**src/common/core_pkg.sv**
```systemverilog
package core_pkg;

    typedef logic [63:0] xlen_t;
    typedef logic [31:0] inst_t;
    typedef logic [4:0]  reg_idx_t;
    typedef logic [7:0]  byte_mask_t;
    typedef logic [1:0]  fwd_sel_t;

    localparam xlen_t RESET_PC = 64'h0;
    // addi x0, x0, 0
    localparam inst_t NOP_INST = 32'h0000_0013;

    localparam logic [6:0] OPC_OP        = 7'b0110011;
    localparam logic [6:0] OPC_OP_IMM    = 7'b0010011;
    localparam logic [6:0] OPC_OP_32     = 7'b0111011;
    localparam logic [6:0] OPC_OP_IMM_32 = 7'b0011011;
    localparam logic [6:0] OPC_LOAD      = 7'b0000011;
    localparam logic [6:0] OPC_STORE     = 7'b0100011;
    localparam logic [6:0] OPC_BRANCH    = 7'b1100011;
    localparam logic [6:0] OPC_JAL       = 7'b1101111;
    localparam logic [6:0] OPC_JALR      = 7'b1100111;
    localparam logic [6:0] OPC_LUI       = 7'b0110111;
    localparam logic [6:0] OPC_AUIPC     = 7'b0010111;

    // operand source in execute
    localparam fwd_sel_t FWD_REG = 2'd0;
    localparam fwd_sel_t FWD_MEM = 2'd1;
    localparam fwd_sel_t FWD_WB  = 2'd2;

    typedef enum logic [4:0] {
        ALU_ADD, ALU_SUB, ALU_SLL, ALU_SLT, ALU_SLTU, ALU_XOR, ALU_SRL, ALU_SRA,
        ALU_OR, ALU_AND, ALU_ADDW, ALU_SUBW, ALU_SLLW, ALU_SRLW, ALU_SRAW
    } alu_op_e;

    typedef enum logic [2:0] {
        BR_NONE, BR_EQ, BR_NE, BR_LT, BR_GE, BR_LTU, BR_GEU, BR_JUMP
    } br_op_e;

    // values follow funct3 of loads and stores
    typedef enum logic [2:0] {
        MW_B, MW_H, MW_W, MW_D, MW_BU, MW_HU, MW_WU
    } mem_width_e;

    typedef enum logic [1:0] {
        WB_ALU, WB_MEM, WB_PC4
    } wb_sel_e;

    typedef struct packed {
        alu_op_e    alu_op;
        br_op_e     br_op;
        mem_width_e mem_width;
        wb_sel_e    wb_sel;
        logic       a_pc;
        logic       b_imm;
        logic       reg_we;
        logic       mem_we;
        logic       mem_re;
    } ctrl_t;

    typedef struct packed {
        logic  valid;
        xlen_t pc;
        inst_t inst;
    } if_id_t;

    localparam if_id_t IF_BUBBLE = '{valid: 1'b0, pc: RESET_PC, inst: NOP_INST};

    typedef struct packed {
        logic     valid;
        ctrl_t    ctrl;
        xlen_t    pc;
        inst_t    inst;
        reg_idx_t rs1;
        reg_idx_t rs2;
        reg_idx_t rd;
        xlen_t    imm;
        xlen_t    rs1_val;
        xlen_t    rs2_val;
    } id_ex_t;

    typedef struct packed {
        logic       valid;
        ctrl_t      ctrl;
        xlen_t      pc;
        inst_t      inst;
        reg_idx_t   rd;
        xlen_t      result;
        xlen_t      wdata;
        byte_mask_t wmask;
    } ex_mem_t;

    typedef struct packed {
        logic     valid;
        xlen_t    pc;
        inst_t    inst;
        reg_idx_t rd;
        logic     rd_we;
        xlen_t    rd_data;
    } commit_t;

endpackage

```
**src/mem_wb_stage.sv**
```systemverilog
`timescale 1ns/1ps

module mem_wb_stage import core_pkg::*; (
    input  logic       clk,
    input  logic       arst_n,
    input  ex_mem_t    ex_mem,
    input  logic       hold,
    output xlen_t      address,
    output logic       we_mem,
    output logic       re_mem,
    output xlen_t      wdata_mem,
    output byte_mask_t wmask_mem,
    input  xlen_t      rdata_mem,
    output xlen_t      mem_fwd,
    output logic       wb_we,
    output reg_idx_t   wb_rd,
    output xlen_t      wb_data,
    output commit_t    commit
);
    xlen_t   lane;
    xlen_t   load_val;
    commit_t wb_q;

    assign address   = ex_mem.result;
    assign we_mem    = ex_mem.valid && ex_mem.ctrl.mem_we;
    assign re_mem    = ex_mem.valid && ex_mem.ctrl.mem_re;
    assign wdata_mem = ex_mem.wdata;
    assign wmask_mem = ex_mem.wmask;

    // addressed byte moved down to bit 0
    assign lane = rdata_mem >> {ex_mem.result[2:0], 3'b000};

    always_comb begin
        case (ex_mem.ctrl.mem_width)
            MW_B:    load_val = {{56{lane[7]}}, lane[7:0]};
            MW_H:    load_val = {{48{lane[15]}}, lane[15:0]};
            MW_W:    load_val = {{32{lane[31]}}, lane[31:0]};
            MW_BU:   load_val = {56'b0, lane[7:0]};
            MW_HU:   load_val = {48'b0, lane[15:0]};
            MW_WU:   load_val = {32'b0, lane[31:0]};
            default: load_val = lane;
        endcase
    end

    // writeback value, also the MEM forwarding source
    always_comb begin
        case (ex_mem.ctrl.wb_sel)
            WB_MEM:  mem_fwd = load_val;
            WB_PC4:  mem_fwd = ex_mem.pc + 64'd4;
            default: mem_fwd = ex_mem.result;
        endcase
    end

    always_ff @(posedge clk or negedge arst_n) begin
        if (!arst_n) begin
            wb_q <= '0;
        end else if (!hold) begin
            wb_q <= '{valid: ex_mem.valid, pc: ex_mem.pc, inst: ex_mem.inst, rd: ex_mem.rd,
                      rd_we: ex_mem.ctrl.reg_we, rd_data: mem_fwd};
        end
    end

    assign wb_we   = wb_q.valid && wb_q.rd_we;
    assign wb_rd   = wb_q.rd;
    assign wb_data = wb_q.rd_data;

    // a record held under a memory stall retires once, after the stall
    always_comb begin
        commit       = wb_q;
        commit.valid = wb_q.valid && !hold;
    end

endmodule

```
**config.mk**
```make
export PLATFORM = sky130hd
export DESIGN_NAME = mem_wb_stage
export DESIGN_NICKNAME = d
export VERILOG_FILES = /design/src/common/core_pkg.sv /design/src/mem_wb_stage.sv
export SDC_FILE = /design/constraint.sdc
export NUM_CORES = 1
export LEC_CHECK = 0
export ABC_AREA = 1
export ABC_CLOCK_PERIOD_IN_PS = 5000
export BUFFER_PORTS_ARGS = -buffer_cell sky130_fd_sc_hd__buf_4
export CAP_MARGIN = 20
export CORE_AREA = 2 2 298 300
export DETAILED_ROUTE_END_ITERATION = 8
export DIE_AREA = 0 0 300 302
export GPL_TIMING_DRIVEN = 0
export RECOVER_POWER = 100
export SYNTH_ARGS = -nofsm -noshare
export SYNTH_HDL_FRONTEND = slang
export SYNTH_SLANG_ARGS = --single-unit
```
**constraint.sdc**
```tcl
create_clock -name clk -period 5 [get_ports clk]
set_clock_uncertainty 0.2 [all_clocks]
set_input_delay 0.5 -clock clk [delete_from_list [all_inputs] [get_ports clk]]
set_output_delay 0.5 -clock clk [all_outputs]
set_load 0.005 [all_outputs]
```
==> results_dict.tcl, run 1 <==
set metrics [dict create \
    status "complete, but fails checks" \
    failed_checks "capacitance limit, slew limit" \
    coreArea_um2 87600 \
    grt_pass1_vias 17800 \
    post-synth-top-count-cell "sky130_fd_sc_hd__nand2_1" \
    capturing_element_of_the_worst_setup_path "mem_fwd[22]" \
    r2r_slack_ps 3910 \
    post_cts_setup_bufs 0 \
    nets 3467 \
    finalWorstPathRequiredPeriod_ps 4400 \
    synth_enable_flop_cells 0 \
    postSynth.topFlopCell "sky130_fd_sc_hd__dfrtp_1" \
    power_report.internal_total_mw 3.31 \
    synth.area.top_cells "sky130_fd_sc_hd__dfrtp_1, sky130_fd_sc_hd__nand2_1, sky130_fd_sc_hd__buf_4" \
    synth.largest_area_cell "sky130_fd_sc_hd__dfrtp_1" \
    post_cts_resize_count 0 \
    worst_setup_hold_path_clk_slew_ps 70 \
    synth.yosys.seq_area_share_pct 27.3 \
    dr.pass1.iters 5 \
    synth_largest_type_area_fraction_pct 27.3 \
    number_of_buffers_added_to_fix_hold_violations_after_cts 32 \
    post-dp-hpwl_um 92000 \
    worstSetupEndpointType "output pin" \
    vias 18400 \
    dieWidth_um 300 \
    syn_area_um2 15300 \
    wl_um 105000 \
    drive_gt1_share_pct 33.6 \
    timing.final.crit_share_pct 88.0 \
    p_per_area_nw_per_um2 235 \
    worst_ir_drop_vdd_v 0.000277 \
    die_area_um2 90600 \
    holdCritStartpoint "ex_mem[168]" \
    max_slew_margin_pct -115 \
    fin_tns_setup_ps 0 \
    number_of_antenna_violations_at_the_first_check_in_global_routing 13 \
    placement.io_buffers 676 \
    power_leakage_nw 11.5 \
    stdcell_count 4322 \
    via_per_inst 4.26 \
    clock-sinks 167 \
    setup-violations-final 0 \
    initial_core_util_pct 17.5 \
    syn-mean-instance-area_um2 6.35 \
    grt_overflow 0 \
    number_of_drc_markers_after_the_initial_detailed_route_iteration 1467 \
    yosys_register_bits 167 \
    timing.rr.end "wb_q[166]" \
    clk_root_buffer_cell "sky130_fd_sc_hd__clkbuf_16" \
    num_io_pins 762 \
    switchingPower_mw 1.93 \
    p_sw_share_pct 36.9 \
    startpoint_type "input port" \
    final_report_hold_violation_count 0 \
    grt_pass1_wl_um 140000 \
    clockPowerShare_pct 26.7 \
    insertion_delay_ps 480 \
    worst-r2r-cell-count 2 \
    clock_tree.buffer_depth 2 \
    cts_tree "yes" \
    drv.max_cap_violation_count 1 \
    route.detailed.drc 0 \
    grt_start_max_net_pins 101 \
    cts-htree-levels 4 \
    seqPwrFrac_pct 30.9 \
    die_height_um 302 \
    area_delta_synth_final_pct 45.8 \
    track_usage_pct 22.3 \
    worst_hold_path_type "input port to register" \
    worst_slew_pin_slew_ps 3230 \
    placed_cells 4255 \
    cts-buffers-inserted 17 \
    rows 109 \
    critical_path.reg2reg.startpoint "wb_q[166]" \
    share_comb_of_total_power_pct 42.3 \
    synth_cell_types 39 \
    gp_congestion 0.955 \
    timing.fmax_ghz 0.227 \
    worst_ep_arrival_time_ps 3700 \
    synthTopCellsByCount "sky130_fd_sc_hd__nand2_1, sky130_fd_sc_hd__buf_4, sky130_fd_sc_hd__nand3_1" \
    grt_setup_unrepaired "false" \
    synth_async_sr_flop_share_pct 100 \
    final-max-slew-violation-count 68 \
    routed_wire_length_per_instance_um 24.2 \
    synthesis.yosys.warnings 0 \
    cell_count_after_synthesis 2412 \
    critical_path.max_fanout 7 \
    postSynthNetCount 2738 \
    path_class "input port to output pin" \
    final_antenna_net_count 0 \
    required_time_reported_for_the_critical_path_endpoint_ps 4300 \
    crit_start "ex_mem[176]" \
]
==> worst max-delay path, cell delays in order <==
cell	delay (ps)
sky130_fd_sc_hd__buf_4	120
sky130_fd_sc_hd__ha_1	190
sky130_fd_sc_hd__nand2_1	90
sky130_fd_sc_hd__nor2_1	440
sky130_fd_sc_hd__inv_1	200
sky130_fd_sc_hd__nor3_1	740
sky130_fd_sc_hd__nand2_1	100
sky130_fd_sc_hd__a31oi_1	600
sky130_fd_sc_hd__a21boi_0	430
sky130_fd_sc_hd__buf_4	260
==> state kept, by name, indices dropped and copies added, names as in the netlist <==
register and cells:
commit 97, wb_data 64, wb_rd 5, wb_q 1
==> metal layers <==
layer | vias up | global-route usage (%) | share of wire (%)
li1 | 8765 | - | -
met1 | 8709 | 27.0 | 41
met2 | 868 | 40.0 | 50
met3 | 77 | 5.37 | 7.5
met4 | 12 | 4.75 | 1.9
met5 | - | 0 | 0.16
==> area by class of cell <==
cell class                      instances  area [um^2]
Antenna cell                            3         7.51
Buffer                                483         3290
Clock buffer                           19          443
Clock inverter                         13          158
Fill cell                           10100        65200
Inverter                              161          607
Multi-Input combinational cell       1601         7170
Sequential cell                       167         4180
Tap cell                             1165         1460
Timing Repair Buffer                  710         5000
==> worst min path at each step <==
stage          depth (start not counted)           to  slack [ps]
3_5_place_dp                           2  commit[119]         270
4_1_cts                                3   commit[97]          10
2_1_floorplan                          0  commit[100]           4
3_3_place_gp                           2   commit[71]         260
5_1_grt                                3   commit[93]          30
6_report                               3   commit[97]          50
==> logic make-up (layout without fill, tap and decap cells) <==
family / Yosys count / count (layout) / synth area share [%]
flops: 167 / 167 / 27.3
buf+inv: 644 / 1386 / 25.8
simple gates: 1284 / 1284 / 35.0
other cells: 0 / 3 / 0
compound gates: 312 / 312 / 11.5
fa+ha+maj: 3 / 3 / 0.245
mux: 2 / 2 / 0.131
==> through the flow <==
step | utilization [%] | power [mW] | area, um^2 | hold WS, ps | setup WS, ps
after floorplan | - | 2.62 | 15300 | 4.41 | 2440
after global placement | 24.9 | 3.97 | 21800 | 265 | 712
after detailed placement | 25.0 | 3.98 | 21900 | 267 | 736
after CTS | 26.0 | 5.44 | 22800 | 9.89 | 737
after global routing | 25.5 | 5.54 | 22300 | 32.3 | 357
final | 25.5 | 5.24 | 22300 | 53.1 | 601
==> cells in the final DEF (no fill, tap or decap), types with 3 or more instances in the layout <==
| cell | n |
|---|---|
| sky130_fd_sc_hd__nand2_1 | 812 |
| sky130_fd_sc_hd__buf_4 | 635 |
| sky130_fd_sc_hd__clkbuf_4 | 287 |
| sky130_fd_sc_hd__nand3_1 | 215 |
| sky130_fd_sc_hd__clkbuf_1 | 203 |
| sky130_fd_sc_hd__dfrtp_1 | 167 |
| sky130_fd_sc_hd__inv_1 | 156 |
| sky130_fd_sc_hd__nor2_1 | 155 |
| sky130_fd_sc_hd__o21ai_0 | 125 |
| sky130_fd_sc_hd__a21oi_1 | 79 |
| sky130_fd_sc_hd__or2_2 | 45 |
| sky130_fd_sc_hd__dlygate4sd3_1 | 32 |
| sky130_fd_sc_hd__o21ai_1 | 25 |
| sky130_fd_sc_hd__buf_2 | 19 |
| sky130_fd_sc_hd__a21boi_0 | 19 |
| sky130_fd_sc_hd__a31oi_1 | 19 |
| sky130_fd_sc_hd__nand4_1 | 18 |
| sky130_fd_sc_hd__o211ai_1 | 18 |
| sky130_fd_sc_hd__and2_0 | 17 |
| sky130_fd_sc_hd__clkbuf_16 | 17 |
| sky130_fd_sc_hd__buf_6 | 13 |
| sky130_fd_sc_hd__o21ai_2 | 12 |
| sky130_fd_sc_hd__nor2_2 | 6 |
| sky130_fd_sc_hd__nor3_1 | 6 |
| sky130_fd_sc_hd__inv_6 | 6 |
| sky130_fd_sc_hd__a21boi_1 | 5 |
| sky130_fd_sc_hd__o31ai_1 | 4 |
| sky130_fd_sc_hd__diode_2 | 3 |
| sky130_fd_sc_hd__inv_2 | 3 |
| sky130_fd_sc_hd__buf_1 | 3 |
| sky130_fd_sc_hd__o21a_1 | 3 |
| sky130_fd_sc_hd__and2_1 | 3 |
| sky130_fd_sc_hd__ha_1 | 3 |
| sky130_fd_sc_hd__clkinv_4 | 3 |
==> power by group through the flow <==
| stage | sequential [mW] | combinational [mW] | clock, mW |
|---|---|---|---|
| finish | 1.62 | 2.22 | 1.40 |
| global placement | 1.65 | 2.32 | 0 |
| detailed placement | 1.65 | 2.33 | 0 |
| floorplan | 1.60 | 1.02 | 0 |
| global route | 1.64 | 2.41 | 1.49 |
| CTS | 1.63 | 2.36 | 1.46 |
(Power assumes the default switching activity.)
==> run 2: changes to the inputs <==
--- a/config.mk
+++ b/config.mk
@@ -7,12 +7,15 @@
 export LEC_CHECK = 0
 export ABC_AREA = 1
 export ABC_CLOCK_PERIOD_IN_PS = 5000
-export BUFFER_PORTS_ARGS = -buffer_cell sky130_fd_sc_hd__buf_4
 export CAP_MARGIN = 20
-export CORE_AREA = 2 2 298 300
+export CELL_PAD_IN_SITES_DETAIL_PLACEMENT = 1
+export CELL_PAD_IN_SITES_GLOBAL_PLACEMENT = 1
+export CORE_AREA = 2 2 293 295
 export DETAILED_ROUTE_END_ITERATION = 8
-export DIE_AREA = 0 0 300 302
+export DIE_AREA = 0 0 295 297
+export DONT_BUFFER_PORTS = 1
 export GPL_TIMING_DRIVEN = 0
+export PLACE_DENSITY_LB_ADDON = 0.1
 export RECOVER_POWER = 100
 export SYNTH_ARGS = -nofsm -noshare
 export SYNTH_HDL_FRONTEND = slang
==> run 2 against run 1 <==
Effect of this change: non-clock buffer count decreased by 623; die area shrank 3.3%; wire length fell by 7.1%; cell count shrank 15%; highest routed layer unchanged; count of clock-buffer cells in the layout did not move; critical endpoint is now mem_fwd[35]; the flow still finishes with violations (capacitance limit, slew limit).
==> results_dict.tcl, run 2 (synthesized netlist as in run 1, its figures left out) <==
set metrics [dict create \
    post-dp-hpwl_um 82800 \
    wl_um 97300 \
    routed_wire_length_per_instance_um 26.5 \
    required_time_reported_for_the_critical_path_endpoint_ps 4300 \
    area_delta_synth_final_pct 17.0 \
    nets 2844 \
    grt_pass1_wl_um 133000 \
    clk_root_buffer_cell "sky130_fd_sc_hd__clkbuf_16" \
    timing.final.crit_share_pct 85.7 \
    power_report.internal_total_mw 2.93 \
    worst-r2r-cell-count 2 \
    p_per_area_nw_per_um2 260 \
    placement.io_buffers 0 \
    holdCritStartpoint "ex_mem[188]" \
    critPathSlowestCell "sky130_fd_sc_hd__clkbuf_1" \
    grt_pass1_vias 16700 \
    timing.critical_path.mode_cell "sky130_fd_sc_hd__clkbuf_1" \
    via_per_inst 4.32 \
    drive_gt1_share_pct 16.8 \
    clock_tree.buffer_depth 2 \
    critical_path_cell_by_cell "inv_1, ha_1, clkbuf_1, inv_1, clkbuf_1, clkbuf_1, nor2_1, a31oi_1" \
    die_area_um2 87600 \
    dp_worst_setup_slack_ps 716 \
    timing.fmax_ghz 0.233 \
    layout.cells.most_common_list "sky130_fd_sc_hd__nand2_1, sky130_fd_sc_hd__clkbuf_4, sky130_fd_sc_hd__nand3_1, sky130_fd_sc_hd__dfrtp_1, sky130_fd_sc_hd__clkbuf_1" \
    critical_path.max_fanout 10 \
    vias 15900 \
    worst_ep_arrival_time_ps 3580 \
    crit_start "ex_mem[242]" \
    startpoint_type "input port" \
    grt_setup_unrepaired "false" \
    dpl-instance-area_um2 16800 \
    largest_register_ffs 97 \
    track_usage_pct 21.8 \
    final-max-slew-violation-count 168 \
    switchingPower_mw 1.73 \
    worstHoldPathCells 2 \
    grt_start_max_net_pins 168 \
    final_report_hold_violation_count 0 \
    worstHoldEndpoint "commit[117]" \
    rows 107 \
    coreArea_um2 84500 \
    clock-sinks 167 \
    stdcell_count 3676 \
    num_io_pins 762 \
    number_of_drc_markers_after_the_initial_detailed_route_iteration 829 \
    worst_slew_pin_slew_ps 2650 \
    final_design_area_no_fill_um2 17900 \
    grt_overflow 0 \
    layout_commonest_cell "sky130_fd_sc_hd__nand2_1" \
    worst_setup_hold_path_clk_slew_ps 70 \
    number_of_antenna_violations_at_the_first_check_in_global_routing 6 \
    setup-violations-final 0 \
    cts-htree-levels 4 \
    finalWorstSetupSlack_ps 716 \
    placed_cells 3560 \
    power_leakage_nw 8.54 \
    clockPowerShare_pct 33.1 \
    max_slew_margin_pct -76.9 \
    dr.pass1.iters 5 \
    post_cts_setup_bufs 0 \
    drv.max_cap_violation_count 1 \
    fin_tns_setup_ps 0 \
    status "complete, but fails checks" \
    failed_checks "capacitance limit, slew limit" \
    worst_ir_drop_vdd_v 0.000256 \
    final_antenna_net_count 0 \
    worstSetupEndpointType "output pin" \
    worst_hold_path_type "input port to register" \
    seqPwrFrac_pct 34.9 \
    p_sw_share_pct 37.2 \
    cts-buffers-inserted 17 \
    insertion_delay_ps 480 \
    route.detailed.drc 0 \
    timing.rr.end "wb_data[8]" \
    worst_path_largest_cell_delay_ps 750 \
    critical_path.reg2reg.startpoint "wb_data[8]" \
    initial_core_util_pct 18.1 \
    share_comb_of_total_power_pct 32.0 \
    dieWidth_um 295 \
    cts_tree "yes" \
    r2r_slack_ps 4060 \
    gp_congestion 0.883 \
    finalWorstPathRequiredPeriod_ps 4280 \
    path_class "input port to output pin" \
    die_height_um 297 \
]
-- run 2: critical path: cells and delay by family --
kind            cells  cell delay [ps]
compound gates      1              580
fa+ha+maj           1              270
buf+inv             5             2070
simple gates        1              120
-- run 2: timing repair --
action                    CTS  global route
hold endpoints to repair  248             0
hold buffers               83             0
resized for setup           0             0
-- run 2: final cells by class --
class | count | area [um^2]
Antenna cell | 1 | 2.50
Clock buffer | 19 | 443
Inverter | 161 | 607
Timing Repair Buffer | 87 | 843
Multi-Input combinational cell | 1601 | 7170
Buffer | 483 | 3020
Sequential cell | 167 | 4180
Tap cell | 1144 | 1430
Fill cell | 10500 | 66600
Clock inverter | 13 | 204
-- run 2: stage by stage --
stage | power (mW) | hold WS, ps | utilization (%)
final | 4.66 | 49.5 | 21.2
after global routing | 4.96 | 17.8 | 21.2
after CTS | 4.87 | 0.286 | 21.7
after detailed placement | 3.18 | 13.7 | 19.9
after global placement | 3.16 | 15.7 | 19.8
after floorplan | 2.62 | 4.41 | -
-- run 2: layer usage --
metal / vias up / global-route usage, % / wire length [um]
met4: 10 / 6.09 / 2570
met2: 534 / 38.8 / 48900
met3: 78 / 5.18 / 5780
li1: 7494 / - / -
met5: - / 0 / 68
met1: 7752 / 25.9 / 40000
-- run 2: power by group through the flow --
| stage | Sequential, mW | Combinational, mW | Clock, mW |
|---|---|---|---|
| after floorplan | 1.60 | 1.02 | 0 |
| after global placement | 1.66 | 1.51 | 0 |
| after detailed placement | 1.66 | 1.51 | 0 |
| after CTS | 1.64 | 1.61 | 1.62 |
| after global routing | 1.65 | 1.65 | 1.67 |
| final | 1.63 | 1.49 | 1.54 |
-- run 2: worst max path at each step --
stage	cells after the start	slack [ps]	end
finish	8	720	mem_fwd[35]
global route	8	450	mem_fwd[36]
CTS	8	710	mem_fwd[35]
detailed placement	8	720	mem_fwd[35]
global placement	6	660	wb_data[10]
floorplan	8	2440	mem_fwd[48]
