File: config.mk
export PLATFORM = sky130hd
export DESIGN_NAME = decoder
export DESIGN_NICKNAME = d
export VERILOG_FILES = /design/src/common/core_pkg.sv /design/src/decode/decoder.sv
export SDC_FILE = /design/constraint.sdc
export NUM_CORES = 1
export LEC_CHECK = 0
export ABC_AREA = 0
export BUFFER_PORTS_ARGS = -buffer_cell sky130_fd_sc_hd__buf_2
export CAP_MARGIN = 25
export CORE_AREA = 2 2 217 219
export CTS_CLUSTER_DIAMETER = 120
export DETAILED_ROUTE_END_ITERATION = 7
export DIE_AREA = 0 0 219 221
export SYNTH_ARGS = -nofsm -noshare
export SYNTH_HDL_FRONTEND = slang
export SYNTH_SLANG_ARGS = --single-unit
File: constraint.sdc
create_clock -name clk -period 2.4 [get_ports clk]
set_input_delay 0 -clock clk [delete_from_list [all_inputs] [get_ports clk]]
set_output_delay 0 -clock clk [all_outputs]
set_load 0.01 [all_outputs]
File: src/common/core_pkg.sv
package core_pkg;

    typedef logic [63:0] xlen_t;
    typedef logic [31:0] inst_t;
    typedef logic [4:0]  reg_idx_t;
    typedef logic [7:0]  byte_mask_t;
    typedef logic [1:0]  fwd_sel_t;

    localparam xlen_t RESET_PC = 64'h0;
    // addi x0, x0, 0
    localparam inst_t NOP_INST = 32'h0000_0013;

    localparam logic [6:0] OPC_OP        = 7'b0110011;
    localparam logic [6:0] OPC_OP_IMM    = 7'b0010011;
    localparam logic [6:0] OPC_OP_32     = 7'b0111011;
    localparam logic [6:0] OPC_OP_IMM_32 = 7'b0011011;
    localparam logic [6:0] OPC_LOAD      = 7'b0000011;
    localparam logic [6:0] OPC_STORE     = 7'b0100011;
    localparam logic [6:0] OPC_BRANCH    = 7'b1100011;
    localparam logic [6:0] OPC_JAL       = 7'b1101111;
    localparam logic [6:0] OPC_JALR      = 7'b1100111;
    localparam logic [6:0] OPC_LUI       = 7'b0110111;
    localparam logic [6:0] OPC_AUIPC     = 7'b0010111;

    // operand source in execute
    localparam fwd_sel_t FWD_REG = 2'd0;
    localparam fwd_sel_t FWD_MEM = 2'd1;
    localparam fwd_sel_t FWD_WB  = 2'd2;

    typedef enum logic [4:0] {
        ALU_ADD, ALU_SUB, ALU_SLL, ALU_SLT, ALU_SLTU, ALU_XOR, ALU_SRL, ALU_SRA,
        ALU_OR, ALU_AND, ALU_ADDW, ALU_SUBW, ALU_SLLW, ALU_SRLW, ALU_SRAW
    } alu_op_e;

    typedef enum logic [2:0] {
        BR_NONE, BR_EQ, BR_NE, BR_LT, BR_GE, BR_LTU, BR_GEU, BR_JUMP
    } br_op_e;

    // values follow funct3 of loads and stores
    typedef enum logic [2:0] {
        MW_B, MW_H, MW_W, MW_D, MW_BU, MW_HU, MW_WU
    } mem_width_e;

    typedef enum logic [1:0] {
        WB_ALU, WB_MEM, WB_PC4
    } wb_sel_e;

    typedef struct packed {
        alu_op_e    alu_op;
        br_op_e     br_op;
        mem_width_e mem_width;
        wb_sel_e    wb_sel;
        logic       a_pc;
        logic       b_imm;
        logic       reg_we;
        logic       mem_we;
        logic       mem_re;
    } ctrl_t;

    typedef struct packed {
        logic  valid;
        xlen_t pc;
        inst_t inst;
    } if_id_t;

    localparam if_id_t IF_BUBBLE = '{valid: 1'b0, pc: RESET_PC, inst: NOP_INST};

    typedef struct packed {
        logic     valid;
        ctrl_t    ctrl;
        xlen_t    pc;
        inst_t    inst;
        reg_idx_t rs1;
        reg_idx_t rs2;
        reg_idx_t rd;
        xlen_t    imm;
        xlen_t    rs1_val;
        xlen_t    rs2_val;
    } id_ex_t;

    typedef struct packed {
        logic       valid;
        ctrl_t      ctrl;
        xlen_t      pc;
        inst_t      inst;
        reg_idx_t   rd;
        xlen_t      result;
        xlen_t      wdata;
        byte_mask_t wmask;
    } ex_mem_t;

    typedef struct packed {
        logic     valid;
        xlen_t    pc;
        inst_t    inst;
        reg_idx_t rd;
        logic     rd_we;
        xlen_t    rd_data;
    } commit_t;

endpackage

File: src/decode/decoder.sv
`timescale 1ns/1ps

module decoder import core_pkg::*; (
    input  logic     clk,
    input  logic     arst_n,
    input  if_id_t   if_id,
    input  xlen_t    rs1_data,
    input  xlen_t    rs2_data,
    output reg_idx_t rs1,
    output reg_idx_t rs2,
    input  logic     bubble,
    input  logic     hold,
    input  logic     flush,
    output id_ex_t   id_ex
);
    inst_t      ins;
    logic [2:0] f3;
    xlen_t      imm_i;
    xlen_t      imm_s;
    xlen_t      imm_b;
    xlen_t      imm_u;
    xlen_t      imm_j;
    ctrl_t      ctrl;
    xlen_t      imm;
    logic       use_rs1;
    logic       use_rs2;
    id_ex_t     id_next;

    // word selects the *W forms, alt the sub / arithmetic shift variant
    function automatic alu_op_e alu_of(input logic [2:0] fn, input logic alt, input logic word);
        case (fn)
            3'd0:    return word ? (alt ? ALU_SUBW : ALU_ADDW) : (alt ? ALU_SUB : ALU_ADD);
            3'd1:    return word ? ALU_SLLW : ALU_SLL;
            3'd2:    return ALU_SLT;
            3'd3:    return ALU_SLTU;
            3'd4:    return ALU_XOR;
            3'd5:    return word ? (alt ? ALU_SRAW : ALU_SRLW) : (alt ? ALU_SRA : ALU_SRL);
            3'd6:    return ALU_OR;
            default: return ALU_AND;
        endcase
    endfunction

    assign ins   = if_id.inst;
    assign f3    = ins[14:12];
    assign imm_i = {{52{ins[31]}}, ins[31:20]};
    assign imm_s = {{52{ins[31]}}, ins[31:25], ins[11:7]};
    assign imm_b = {{51{ins[31]}}, ins[31], ins[7], ins[30:25], ins[11:8], 1'b0};
    assign imm_u = {{32{ins[31]}}, ins[31:12], 12'h000};
    assign imm_j = {{43{ins[31]}}, ins[31], ins[19:12], ins[20], ins[30:21], 1'b0};

    always_comb begin
        ctrl    = '0;
        imm     = '0;
        use_rs1 = 1'b0;
        use_rs2 = 1'b0;
        // opcode bit 3 marks the 32-bit forms
        case (ins[6:0])
            OPC_OP, OPC_OP_32: begin
                ctrl.alu_op = alu_of(f3, ins[30], ins[3]);
                ctrl.reg_we = 1'b1;
                use_rs1     = 1'b1;
                use_rs2     = 1'b1;
            end
            OPC_OP_IMM, OPC_OP_IMM_32: begin
                ctrl.alu_op = alu_of(f3, ins[30] && f3 == 3'd5, ins[3]);
                ctrl.b_imm  = 1'b1;
                ctrl.reg_we = 1'b1;
                use_rs1     = 1'b1;
                imm         = imm_i;
            end
            OPC_LOAD: begin
                ctrl.b_imm     = 1'b1;
                ctrl.reg_we    = 1'b1;
                ctrl.mem_re    = 1'b1;
                ctrl.wb_sel    = WB_MEM;
                ctrl.mem_width = mem_width_e'(f3);
                use_rs1        = 1'b1;
                imm            = imm_i;
            end
            OPC_STORE: begin
                ctrl.b_imm     = 1'b1;
                ctrl.mem_we    = 1'b1;
                ctrl.mem_width = mem_width_e'(f3);
                use_rs1        = 1'b1;
                use_rs2        = 1'b1;
                imm            = imm_s;
            end
            OPC_BRANCH: begin
                // alu forms pc + imm as the target
                ctrl.a_pc  = 1'b1;
                ctrl.b_imm = 1'b1;
                case (f3)
                    3'd0:    ctrl.br_op = BR_EQ;
                    3'd1:    ctrl.br_op = BR_NE;
                    3'd4:    ctrl.br_op = BR_LT;
                    3'd5:    ctrl.br_op = BR_GE;
                    3'd6:    ctrl.br_op = BR_LTU;
                    3'd7:    ctrl.br_op = BR_GEU;
                    default: ctrl.br_op = BR_NONE;
                endcase
                use_rs1 = 1'b1;
                use_rs2 = 1'b1;
                imm     = imm_b;
            end
            OPC_JAL, OPC_JALR: begin
                ctrl.a_pc   = ins[3];
                ctrl.b_imm  = 1'b1;
                ctrl.br_op  = BR_JUMP;
                ctrl.reg_we = 1'b1;
                ctrl.wb_sel = WB_PC4;
                use_rs1     = !ins[3];
                imm         = ins[3] ? imm_j : imm_i;
            end
            OPC_LUI, OPC_AUIPC: begin
                // lui reads x0 as operand a
                ctrl.a_pc   = !ins[5];
                ctrl.b_imm  = 1'b1;
                ctrl.reg_we = 1'b1;
                imm         = imm_u;
            end
            default: ;
        endcase
    end

    // unused sources read as x0, keeps the hazard unit quiet
    assign rs1 = use_rs1 ? ins[19:15] : '0;
    assign rs2 = use_rs2 ? ins[24:20] : '0;

    always_comb begin
        id_next.valid   = if_id.valid;
        id_next.ctrl    = if_id.valid ? ctrl : '0;
        id_next.pc      = if_id.pc;
        id_next.inst    = ins;
        id_next.rs1     = rs1;
        id_next.rs2     = rs2;
        id_next.rd      = ins[11:7];
        id_next.imm     = imm;
        id_next.rs1_val = rs1_data;
        id_next.rs2_val = rs2_data;
    end

    always_ff @(posedge clk or negedge arst_n) begin
        if (!arst_n) begin
            id_ex <= '0;
        end else if (flush) begin
            id_ex <= '0;
        end else if (!hold) begin
            id_ex <= bubble ? '0 : id_next;
        end
    end

endmodule

==> results of run 1 <==
-- worst max-delay path by stage --
stage	start	to	slack, ns	cells after the start
2_1_floorplan	if_id[6]	id_ex[190]	1.0	8
4_1_cts	if_id[2]	rs1[4]	0.34	7
3_3_place_gp	if_id[3]	id_ex[201]	0.62	7
3_5_place_dp	if_id[2]	id_ex[154]	0.59	5
5_1_grt	if_id[2]	rs1[4]	0.24	7
6_report	if_id[2]	rs1[4]	0.30	7
-- cell families (layout without fill, tap and decap cells) --
family          Yosys count  after routing  share of synthesized area
simple gates             88             88                    0.04094
mux                       2              2                   0.001830
flops                   284            284                     0.6496
fa+ha+maj                 2              2                   0.002287
compound gates          327            327                     0.2483
buf+inv                 113            872                    0.05672
other cells               1              1                  0.0003428
-- through the flow --
stage	setup WS (ns)	instance area, sq um
floorplan	0.9994	10940
global placement	0.6234	14160
detailed placement	0.5881	14160
CTS	0.3382	17620
global route	0.2361	17620
finish	0.3026	17620
-- power groups by stage --
stage | Clock [mW] | Sequential (mW) | Combinational [mW]
4_1_cts | 5.28 | 5.02 | 1.31
3_3_place_gp | 0 | 5.10 | 0.989
2_1_floorplan | 0 | 5.17 | 0.319
5_1_grt | 5.46 | 5.04 | 1.41
6_report | 5.10 | 5.02 | 1.31
3_5_place_dp | 0 | 5.10 | 1.00
-- layout by cell type (no fill, tap or decap), types with 3 or more instances in the layout --
cell,count
sky130_fd_sc_hd__a21oi_1,17
sky130_fd_sc_hd__a221o_1,11
sky130_fd_sc_hd__a22o_1,243
sky130_fd_sc_hd__a22oi_1,5
sky130_fd_sc_hd__and2_1,13
sky130_fd_sc_hd__buf_12,9
sky130_fd_sc_hd__buf_2,559
sky130_fd_sc_hd__buf_4,8
sky130_fd_sc_hd__clkbuf_1,5
sky130_fd_sc_hd__clkbuf_16,35
sky130_fd_sc_hd__clkbuf_8,5
sky130_fd_sc_hd__clkinv_2,5
sky130_fd_sc_hd__dfrtp_1,284
sky130_fd_sc_hd__dlygate4sd3_1,233
sky130_fd_sc_hd__inv_1,4
sky130_fd_sc_hd__nand2_1,32
sky130_fd_sc_hd__nand2b_1,3
sky130_fd_sc_hd__nand3_1,3
sky130_fd_sc_hd__nor2_1,11
sky130_fd_sc_hd__nor2b_1,4
sky130_fd_sc_hd__o21ai_0,19
sky130_fd_sc_hd__o21ai_1,13
sky130_fd_sc_hd__or2_1,4
-- final cells by class --
class                           count  area [sq um]
Timing Repair Buffer              811          5413
Sequential cell                   284          7107
Multi-Input combinational cell    420          3228
Tap cell                          607         759.5
Clock buffer                       45         963.4
Clock inverter                     12         133.9
Inverter                            4         15.01
Fill cell                        4409         28440
-- worst max-delay path, stage by stage --
cell and delay, ns:
sky130_fd_sc_hd__dlygate4sd3_1 0.54, sky130_fd_sc_hd__buf_2 0.20, sky130_fd_sc_hd__or2_1 0.35, sky130_fd_sc_hd__a21o_1 0.20, sky130_fd_sc_hd__a21oi_1 0.45, sky130_fd_sc_hd__and2_1 0.22, sky130_fd_sc_hd__buf_2 0.13
-- timing repair --
item	in CTS	in global routing
endpoints found under the hold margin	564	0
gates resized for setup	0	0
hold buffers	234	0
-- per-layer routing --
metal | part of all wire | GRT usage | vias to the layer above
met4 | 0.033 | 0.05754 | 0
met2 | 0.49 | 0.2773 | 460
li1 | - | - | 4528
met5 | 0 | 0 | -
met3 | 0.080 | 0.04962 | 90
met1 | 0.40 | 0.1943 | 5039
==> reports/results.ini, run 1 <==
[final_layout]
flow.area_growth_from_synthesis_pct = 61.05
nets = 1787
postLayoutCoreUtil = 0.3825
largest-register = id_ex
leading_registers_by_flop_count = id_ex: 284 flops
flip_flop_count_of_the_largest_register_after_layout = 284
drive_gt1_frac = 0.4055
layoutNonFillerInstCount = 2183
diodes = 0

[floorplan]
die_width_um = 219
floorplan.core_area_sq_um = 46060
initial_utilization = 0.2375
io_pins = 562
design.die.area_sq_um = 48400
num_rows = 79
die_ht_um = 221

[clock_tree]
cts_buffer_depth = 3
cts.clk_slew.worst_paths_ns = 0.06
numClockSinks = 284
insertion_delay_ns = 0.52
cts-buffers-inserted = 34
cts_tree = yes
clockRootBuffer = sky130_fd_sc_hd__clkbuf_16
cts_max_level = 2
post-cts-setup-buffer-count = 0

[synthesis]
post-synth-top-count-cell = sky130_fd_sc_hd__dfrtp_1
syn_inst = 817
postSynthAreaPerCell_sq_um = 13.39
yosysWarningCount = 0
synth_top_cell_by_area = sky130_fd_sc_hd__dfrtp_1
ys_async_sr_fraction = 1.000
synth_area_leaders = sky130_fd_sc_hd__dfrtp_1 (65%), sky130_fd_sc_hd__a22o_1 (19%), sky130_fd_sc_hd__buf_4 (2.7%)
synth.ff_latch_count = 284
summed_instance_area_of_the_synthesized_netlist_sq_um = 10940
synth_seq_area_share = 0.6496
synth.top_cell.area_share = 0.6496
synth_edf_count = 0
synth_nets = 1049
dominantRegCellSynth = sky130_fd_sc_hd__dfrtp_1
netlist-cell-type-count = 47
synth_common_cells = sky130_fd_sc_hd__dfrtp_1 (284), sky130_fd_sc_hd__a22o_1 (243), sky130_fd_sc_hd__clkbuf_1 (42), sky130_fd_sc_hd__buf_4 (39), sky130_fd_sc_hd__nand2_1 (32)

[timing]
layout_min_cycle_time_ns = 2.097
clock_tree_skew_after_final_layout_ns = 0
timing.final.setup_violations = 0
final.setup.tns_ns = 0
fin_crit_sh = 0.8739
timing.slew.headroom = 0.4071
worst_hold_slack_ns = 0.04667
timing_worst_slew_pin_value_ns = 0.8893
finalHoldViolations = 0
slew_limit_fails = 0
grt_setup_unrepaired = false
max_freq_mhz = 476.8

[flow_run]
max_cap_violations = 0

[critical_path]
crit_path_end_kind = output port
worstPathMaxFanout = 10
timing.setup.critical_path_class = primary input to output port
worst-endpoint-arrival_ns = 2.10
r2r_end = id_ex[297]
worst-r2r-setup-slack_ns = 1.15
ff2ff_path_depth = 2
crit_required_ns = 2.40
worst_r2r_startpoint = id_ex[297]
critical_path.startpoint_type = primary input

[global_routing]
grt_pass1_wl_um = 61680
antenna_found_initial = 0
grt_use_total = 0.1632
number_of_global_route_vias_before_repair = 10440
globalRouteOverflowTotal = 0
grt_max_degree = 134

[drt]
drt_pass1_iterations = 4
drt_wl_total_um = 41390
routed_wire_length_per_instance_um = 18.96
initialDrtViolationCount = 656
dr_total_vias = 10120
viasPerCell = 4.634
detail-route-antenna-nets = 0
drc = 0

[pwr]
p_int_mw = 8.635
power.clock.fraction = 0.446
sequentialPowerShare = 0.439
p_sw_frac = 0.2448
p_comb_frac = 0.114
net_sw_power_mw = 2.800
power_leakage_nw = 9.451
max_rail_drop_vdd_uv = 464.3
power.density_cell_area_nw_per_um2 = 649.0
report.power.total_mw = 11.43

[place]
port_buffers = 560
post-place-cells = 1892
routabilityCongestion = 0.8385
hpwlAfterDp_um = 27340

[worst_hold_path]
hold_start = if_id[3]
hold_path.class = primary input to flip-flop
min_to = id_ex[308]
holdPathStages = 3

[status]
outcome = completed

No activity file was read; power rests on OpenSTA's default activity.
==> run 2, diff against run 1 <==
clock period = 2.5 ns   (was 2.4 ns; I/O delays follow)
==> run 2 against run 1 <==
Worst setup slack got worse by 0.15 ns. First-iteration DRC count rose by 0.15%. Flip-flop and latch count did not move. Combinational power fell by 5%. Register-to-register slack improved by 0.14 ns. Critical endpoint is now id_ex[304]. Die area did not move. Via count fell by 0.21%. Sequential share of layout area barely moved. Highest routed layer unchanged.
==> reports/results.ini, run 2 (synthesis results as in run 1) <==
[critical_path]
crit_buf_inv = 4
worst-endpoint-arrival_ns = 2.82
timing.setup.critical_path_class = primary input to flip-flop
worstPathMaxFanout = 5
critical-path-slowest-cell = sky130_fd_sc_hd__dlygate4sd3_1
crit_required_ns = 2.97
ff2ff_path_depth = 1
path_cells = dlygate4sd3_1, buf_2, nor3_2, dlygate4sd3_1, nand2_1, o31ai_1, dlygate4sd3_1
max_stage_delay_ns = 0.67
crit_top_cell = sky130_fd_sc_hd__dlygate4sd3_1
critical_path.startpoint_type = primary input
critPathTopFamily = buffers and inverters
cp.depth = 7
crit_path_end_kind = flip-flop

[place]
pre_cts_slack_ns = 0.6816
routabilityCongestion = 0.8139
hpwlAfterDp_um = 27100
detailed_place.area_sq_um = 14150
port_buffers = 560

[final_layout]
leading_registers_by_flop_count = id_ex: 284 flops
flow.area_growth_from_synthesis_pct = 60.98
layout_commonest_cell = sky130_fd_sc_hd__buf_2
seq_area_sq_um = 7107
layout_common_cells = sky130_fd_sc_hd__buf_2 (559), sky130_fd_sc_hd__dfrtp_1 (284), sky130_fd_sc_hd__a22o_1 (243)
drive_gt1_frac = 0.4051
nets = 1783
multiInputGateArea_sq_um = 3228
flip_flop_count_of_the_largest_register_after_layout = 284
largest-register = id_ex
finish.instance_area_sq_um = 17610
fill_cells = 4336

[timing]
max_freq_mhz = 425.5
final.setup.tns_ns = 0
fin_crit_sh = 0.9401
clock_tree_skew_after_final_layout_ns = 0
setup_ws_ns = 0.1497
finalHoldViolations = 0
timing.final.setup_violations = 0
layout_min_cycle_time_ns = 2.350
timing_worst_slew_pin_value_ns = 0.9231
slew_limit_fails = 0
grt_setup_unrepaired = false
timing.slew.headroom = 0.3846

[floorplan]
io_pins = 562
floorplan.core_area_sq_um = 46060
die_width_um = 219
num_rows = 79
die_ht_um = 221
design.die.area_sq_um = 48400
initial_utilization = 0.2375

[worst_hold_path]
hold_path.class = primary input to asynchronous set/reset pin

[global_routing]
globalRouteOverflowTotal = 0
number_of_global_route_vias_before_repair = 10190
grt_use_total = 0.1610
antenna_found_initial = 1
grt_max_degree = 126
grt_pass1_wl_um = 60840

[pwr]
power.density_cell_area_nw_per_um2 = 631.6
report.power.total_mw = 11.12
max_rail_drop_vdd_uv = 439.3
power_leakage_nw = 9.443

[drt]
initialDrtViolationCount = 657
detail-route-antenna-nets = 0
drt_wl_total_um = 40950
drt_pass1_iterations = 7
routed_wire_length_per_instance_um = 18.76
viasPerCell = 4.625
dr_total_vias = 10100
drc = 0

[status]
outcome = completed

[clock_tree]
cts_max_level = 2
insertion_delay_ns = 0.52
cts.clk_slew.worst_paths_ns = 0.05
cts-buffers-inserted = 35
cts_buffer_depth = 3
numClockSinks = 284
cts_tree = yes
clockRootBuffer = sky130_fd_sc_hd__clkbuf_16

[flow_run]
max_cap_violations = 0

-- run 2: layout make-up --
cell class | instances | share of cell area
Inverter | 4 | 0.0008525
Clock inverter | 10 | 0.007104
Multi-Input combinational cell | 420 | 0.1833
Clock buffer | 51 | 0.05833
Tap cell | 607 | 0.04312
Antenna cell | 1 | 0.0001421
Sequential cell | 284 | 0.4035
Timing Repair Buffer | 806 | 0.3036
-- run 2: worst paths after layout --
| kind | end | from | slack [ns] |
|---|---|---|---|
| max in group asynchronous | id_ex[284] | arst_n | 1.67 |
| worst min-delay path | id_ex[59] | arst_n | 0.09 |
| worst max-delay path | id_ex[304] | flush | 0.15 |
| worst min register to register | id_ex[139] | id_ex[139] | 0.48 |
| worst max register to register | id_ex[190] | id_ex[190] | 1.29 |
| min in group clk | id_ex[303] | if_id[3] | 0.09 |
-- run 2: metrics by stage --
step / cells / utilization / hold slack, ns
2_1_floorplan: 817 / - / -0.2956
3_3_place_gp: 1891 / 0.3073 / 0.05962
3_5_place_dp: 1891 / 0.3073 / 0.06388
4_1_cts: 2182 / 0.3823 / 0.03095
5_1_grt: 2183 / 0.3824 / 0.09681
6_report: 2183 / 0.3824 / 0.08843
-- run 2: per-layer routing --
layer  vias to the layer above  wire, um  track usage
met5                         -         0            0
met4                         0      1242      0.05536
met3                        78      3139      0.04399
met2                       452     20190       0.2728
met1                      5048     16380       0.1961
li1                       4518         -            -
-- run 2: timing repair --
| item | 4_1_cts | 5_1_grt |
|---|---|---|
| hold buffers | 230 | 0 |
| gates resized for setup | 0 | 0 |
| hold endpoints to repair | 471 | 0 |
| buffers inserted | 0 | 0 |
-- run 2: report_power, final --
group	internal (mW)	switching [mW]	leakage [nW]	total, mW
registers	4.74	0.0849	3.89	4.82
clock network	3.07	1.99	0.564	5.06
logic	0.618	0.622	4.99	1.24
==> run 3, diff against run 2 <==
ABC_AREA = 1   (was 0)
CORE_AREA = 2 2 219 221   (was 2 2 217 219)
CTS_CLUSTER_SIZE = 28   (was default)
DIE_AREA = 0 0 221 223   (was 0 0 219 221)
==> run 3 against run 2 <==
Design area fell by 1.3%. Utilization fell by 1.4 points. Maximum frequency rose by 8.1%. Wire length rose by 6.1%. Critical path type is now primary input to output port. Worst setup slack improved by 0.18 ns. Critical path depth rose by 3. Clock power fell by 47%. Synthesized cell count rose by 26%. Combinational power barely moved. Clock-buffer cell count fell by 35. Highest routed layer unchanged. Synthesized area rose by 4.6%.
==> reports/results.ini, run 3 <==
[status]
outcome = completed

[clock_tree]
insertion_delay_ns = 0.51
numClockSinks = 284
cts_repair_resize_count = 0
holdBufCountCts = 231
cts-buffers-inserted = 14
cts_buffer_depth = 3
clockRootBuffer = sky130_fd_sc_hd__clkbuf_16
cts_max_level = 1
cts.clk_slew.worst_paths_ns = 0.11
post-cts-setup-buffer-count = 0
cts_tree = yes

[synthesis]
synth_nets = 1264
postSynthAreaPerCell_sq_um = 11.08
netlist-cell-type-count = 32
dominantRegCellSynth = sky130_fd_sc_hd__dfrtp_1
syn_inst = 1032
synth_edf_count = 0
yosysWarningCount = 0
summed_instance_area_of_the_synthesized_netlist_sq_um = 11440
synth_top_cell_by_area = sky130_fd_sc_hd__dfrtp_1
synth_area_leaders = sky130_fd_sc_hd__dfrtp_1 (62%), sky130_fd_sc_hd__a22o_1 (16%), sky130_fd_sc_hd__nand2_1 (6.6%)
ys_async_sr_fraction = 1.000
synth_common_cells = sky130_fd_sc_hd__dfrtp_1 (284), sky130_fd_sc_hd__a22o_1 (205), sky130_fd_sc_hd__nand2_1 (202), sky130_fd_sc_hd__nand3_1 (90), sky130_fd_sc_hd__o21ai_0 (40)
synth.top_cell.area_share = 0.6213
synth_seq_area_share = 0.6213
post-synth-top-count-cell = sky130_fd_sc_hd__dfrtp_1
synth.ff_latch_count = 284

[final_layout]
layout_commonest_cell = sky130_fd_sc_hd__buf_2
flip_flop_count_of_the_largest_register_after_layout = 284
fill_cells = 4633
flow.area_growth_from_synthesis_pct = 51.94
layoutNonFillerInstCount = 2366
layout_common_cells = sky130_fd_sc_hd__buf_2 (559), sky130_fd_sc_hd__dfrtp_1 (284), sky130_fd_sc_hd__dlygate4sd3_1 (231)
largest-register = id_ex
drive_gt1_frac = 0.3511
multiInputGateArea_sq_um = 3573
nets = 1978
seq_area_sq_um = 7107
leading_registers_by_flop_count = id_ex: 284 flops

[flow_run]
max_cap_violations = 0

[pwr]
report.power.total_mw = 8.742
power_leakage_nw = 9.733
power.density_cell_area_nw_per_um2 = 503.0
max_rail_drop_vdd_uv = 534.1

[global_routing]
antenna_found_initial = 1
globalRouteOverflowTotal = 0
grt_use_total = 0.1683
grt_max_degree = 115
grt_pass1_wl_um = 65760
number_of_global_route_vias_before_repair = 11070

[critical_path]
path_cells = dlygate4sd3_1, buf_2, inv_2, nand2_1, nor2_1, buf_4, and2_0, nor3_4, nor2_1, buf_2
worstPathMaxFanout = 15
crit_path_end_kind = output port
crit_buf_inv = 5
critical_path.startpoint_type = primary input
critical-path-slowest-cell = sky130_fd_sc_hd__dlygate4sd3_1
max_stage_delay_ns = 0.52
crit_required_ns = 2.50
timing.setup.critical_path_class = primary input to output port
critPathTopFamily = buffers and inverters
worst-endpoint-arrival_ns = 2.17

[floorplan]
floorplan.core_area_sq_um = 47150
die_width_um = 221
die_ht_um = 223
num_rows = 80
initial_utilization = 0.2426
design.die.area_sq_um = 49280
io_pins = 562

[place]
hpwlAfterDp_um = 30560
post-place-cells = 2114
routabilityCongestion = 0.8569
port_buffers = 560

[drt]
initialDrtViolationCount = 744
drt_pass1_iterations = 5
drc = 0
viasPerCell = 4.582
detail-route-antenna-nets = 0
dr_total_vias = 10840
routed_wire_length_per_instance_um = 18.37
drt_wl_total_um = 43460

[timing]
clock_tree_skew_after_final_layout_ns = 0
timing_worst_slew_pin_value_ns = 0.7480
layout_min_cycle_time_ns = 2.174
final.setup.tns_ns = 0
timing.final.setup_violations = 0
slew_limit_fails = 0
finalHoldViolations = 0
timing.slew.headroom = 0.5013
max_freq_mhz = 460.0
fin_crit_sh = 0.8696
grt_setup_unrepaired = false

[worst_hold_path]
hold_path.class = primary input to asynchronous set/reset pin

==> run 3: cell count changes in the layout (fill, tap and decap cells not counted), sizes merged, moves of 12 or more <==
| cell | previous run | this run |
|---|---|---|
| nor2 | 12 | 26 |
| and2 | 13 | 1 |
| a21oi | 17 | 2 |
| clkbuf | 51 | 16 |
| nand3 | 3 | 91 |
| inv | 6 | 43 |
| nand2 | 32 | 208 |
| a22o | 243 | 205 |
==> run 3: path summary, 6_finish.rpt <==
| path | from | to | slack [ns] | cells after the start |
|---|---|---|---|---|
| max | if_id[3] | rs1[0] | 0.33 | 10 |
| min | arst_n | id_ex[65] | 0.06 | 2 |
| max reg2reg | id_ex[311] | id_ex[311] | 1.30 | 3 |
| min reg2reg | id_ex[197] | id_ex[197] | 0.49 | 2 |
| max in group asynchronous | arst_n | id_ex[315] | 1.57 | 3 |
| min in group clk | if_id[96] | id_ex[319] | 0.07 | 5 |
==> run 3: worst register-to-register path, stage by stage (launching register included) <==
cell,delay (ns)
sky130_fd_sc_hd__dfrtp_1,0.39
sky130_fd_sc_hd__nand2_1,0.06
sky130_fd_sc_hd__o21ai_0,0.07
sky130_fd_sc_hd__dlygate4sd3_1,0.56
==> run 3: final cells by class <==
cell class / instances / area share
Sequential cell: 284 / 0.4089
Timing Repair Buffer: 809 / 0.3077
Multi-Input combinational cell: 594 / 0.2056
Tap cell: 615 / 0.04428
Clock buffer: 16 / 0.02181
Inverter: 43 / 0.009719
Clock inverter: 3 / 0.001656
Antenna cell: 2 / 0.0002880
==> run 3: metal layers <==
metal  part of all wire  global-route usage
met5                  0                   0
met4              0.032             0.05542
met3              0.080             0.04412
met2               0.48              0.2815
met1               0.41              0.2114
==> run 3: cells by family (layout without fill, tap and decap cells) <==
logic type,Yosys count,count (layout),share of synthesized area
compound gates,256,256,0.1815
fa+ha+maj,2,2,0.002187
buf+inv,154,871,0.06694
flops,284,284,0.6213
other cells,1,3,0.0003278
simple gates,335,335,0.1278
==> run 3: where the power goes <==
part           leakage [nW]  switching [mW]  internal [mW]
clock network         0.201            1.55           1.12
registers              3.89          0.0822           4.73
logic                  5.64           0.657          0.608
total                  9.73            2.29           6.45
==> run 3: per-stage QoR <==
step / hold WS, ns / setup slack (ns) / cell area [sq um] / util
6_report: 0.05584 / 0.3261 / 17380 / 0.3686
5_1_grt: 0.08476 / 0.1855 / 17380 / 0.3686
4_1_cts: 0.01883 / 0.3302 / 17370 / 0.3685
3_5_place_dp: 0.02136 / 0.6550 / 14650 / 0.3108
3_3_place_gp: 0.01475 / 0.6612 / 14650 / 0.3108
2_1_floorplan: -0.2956 / 1.079 / 11440 / -
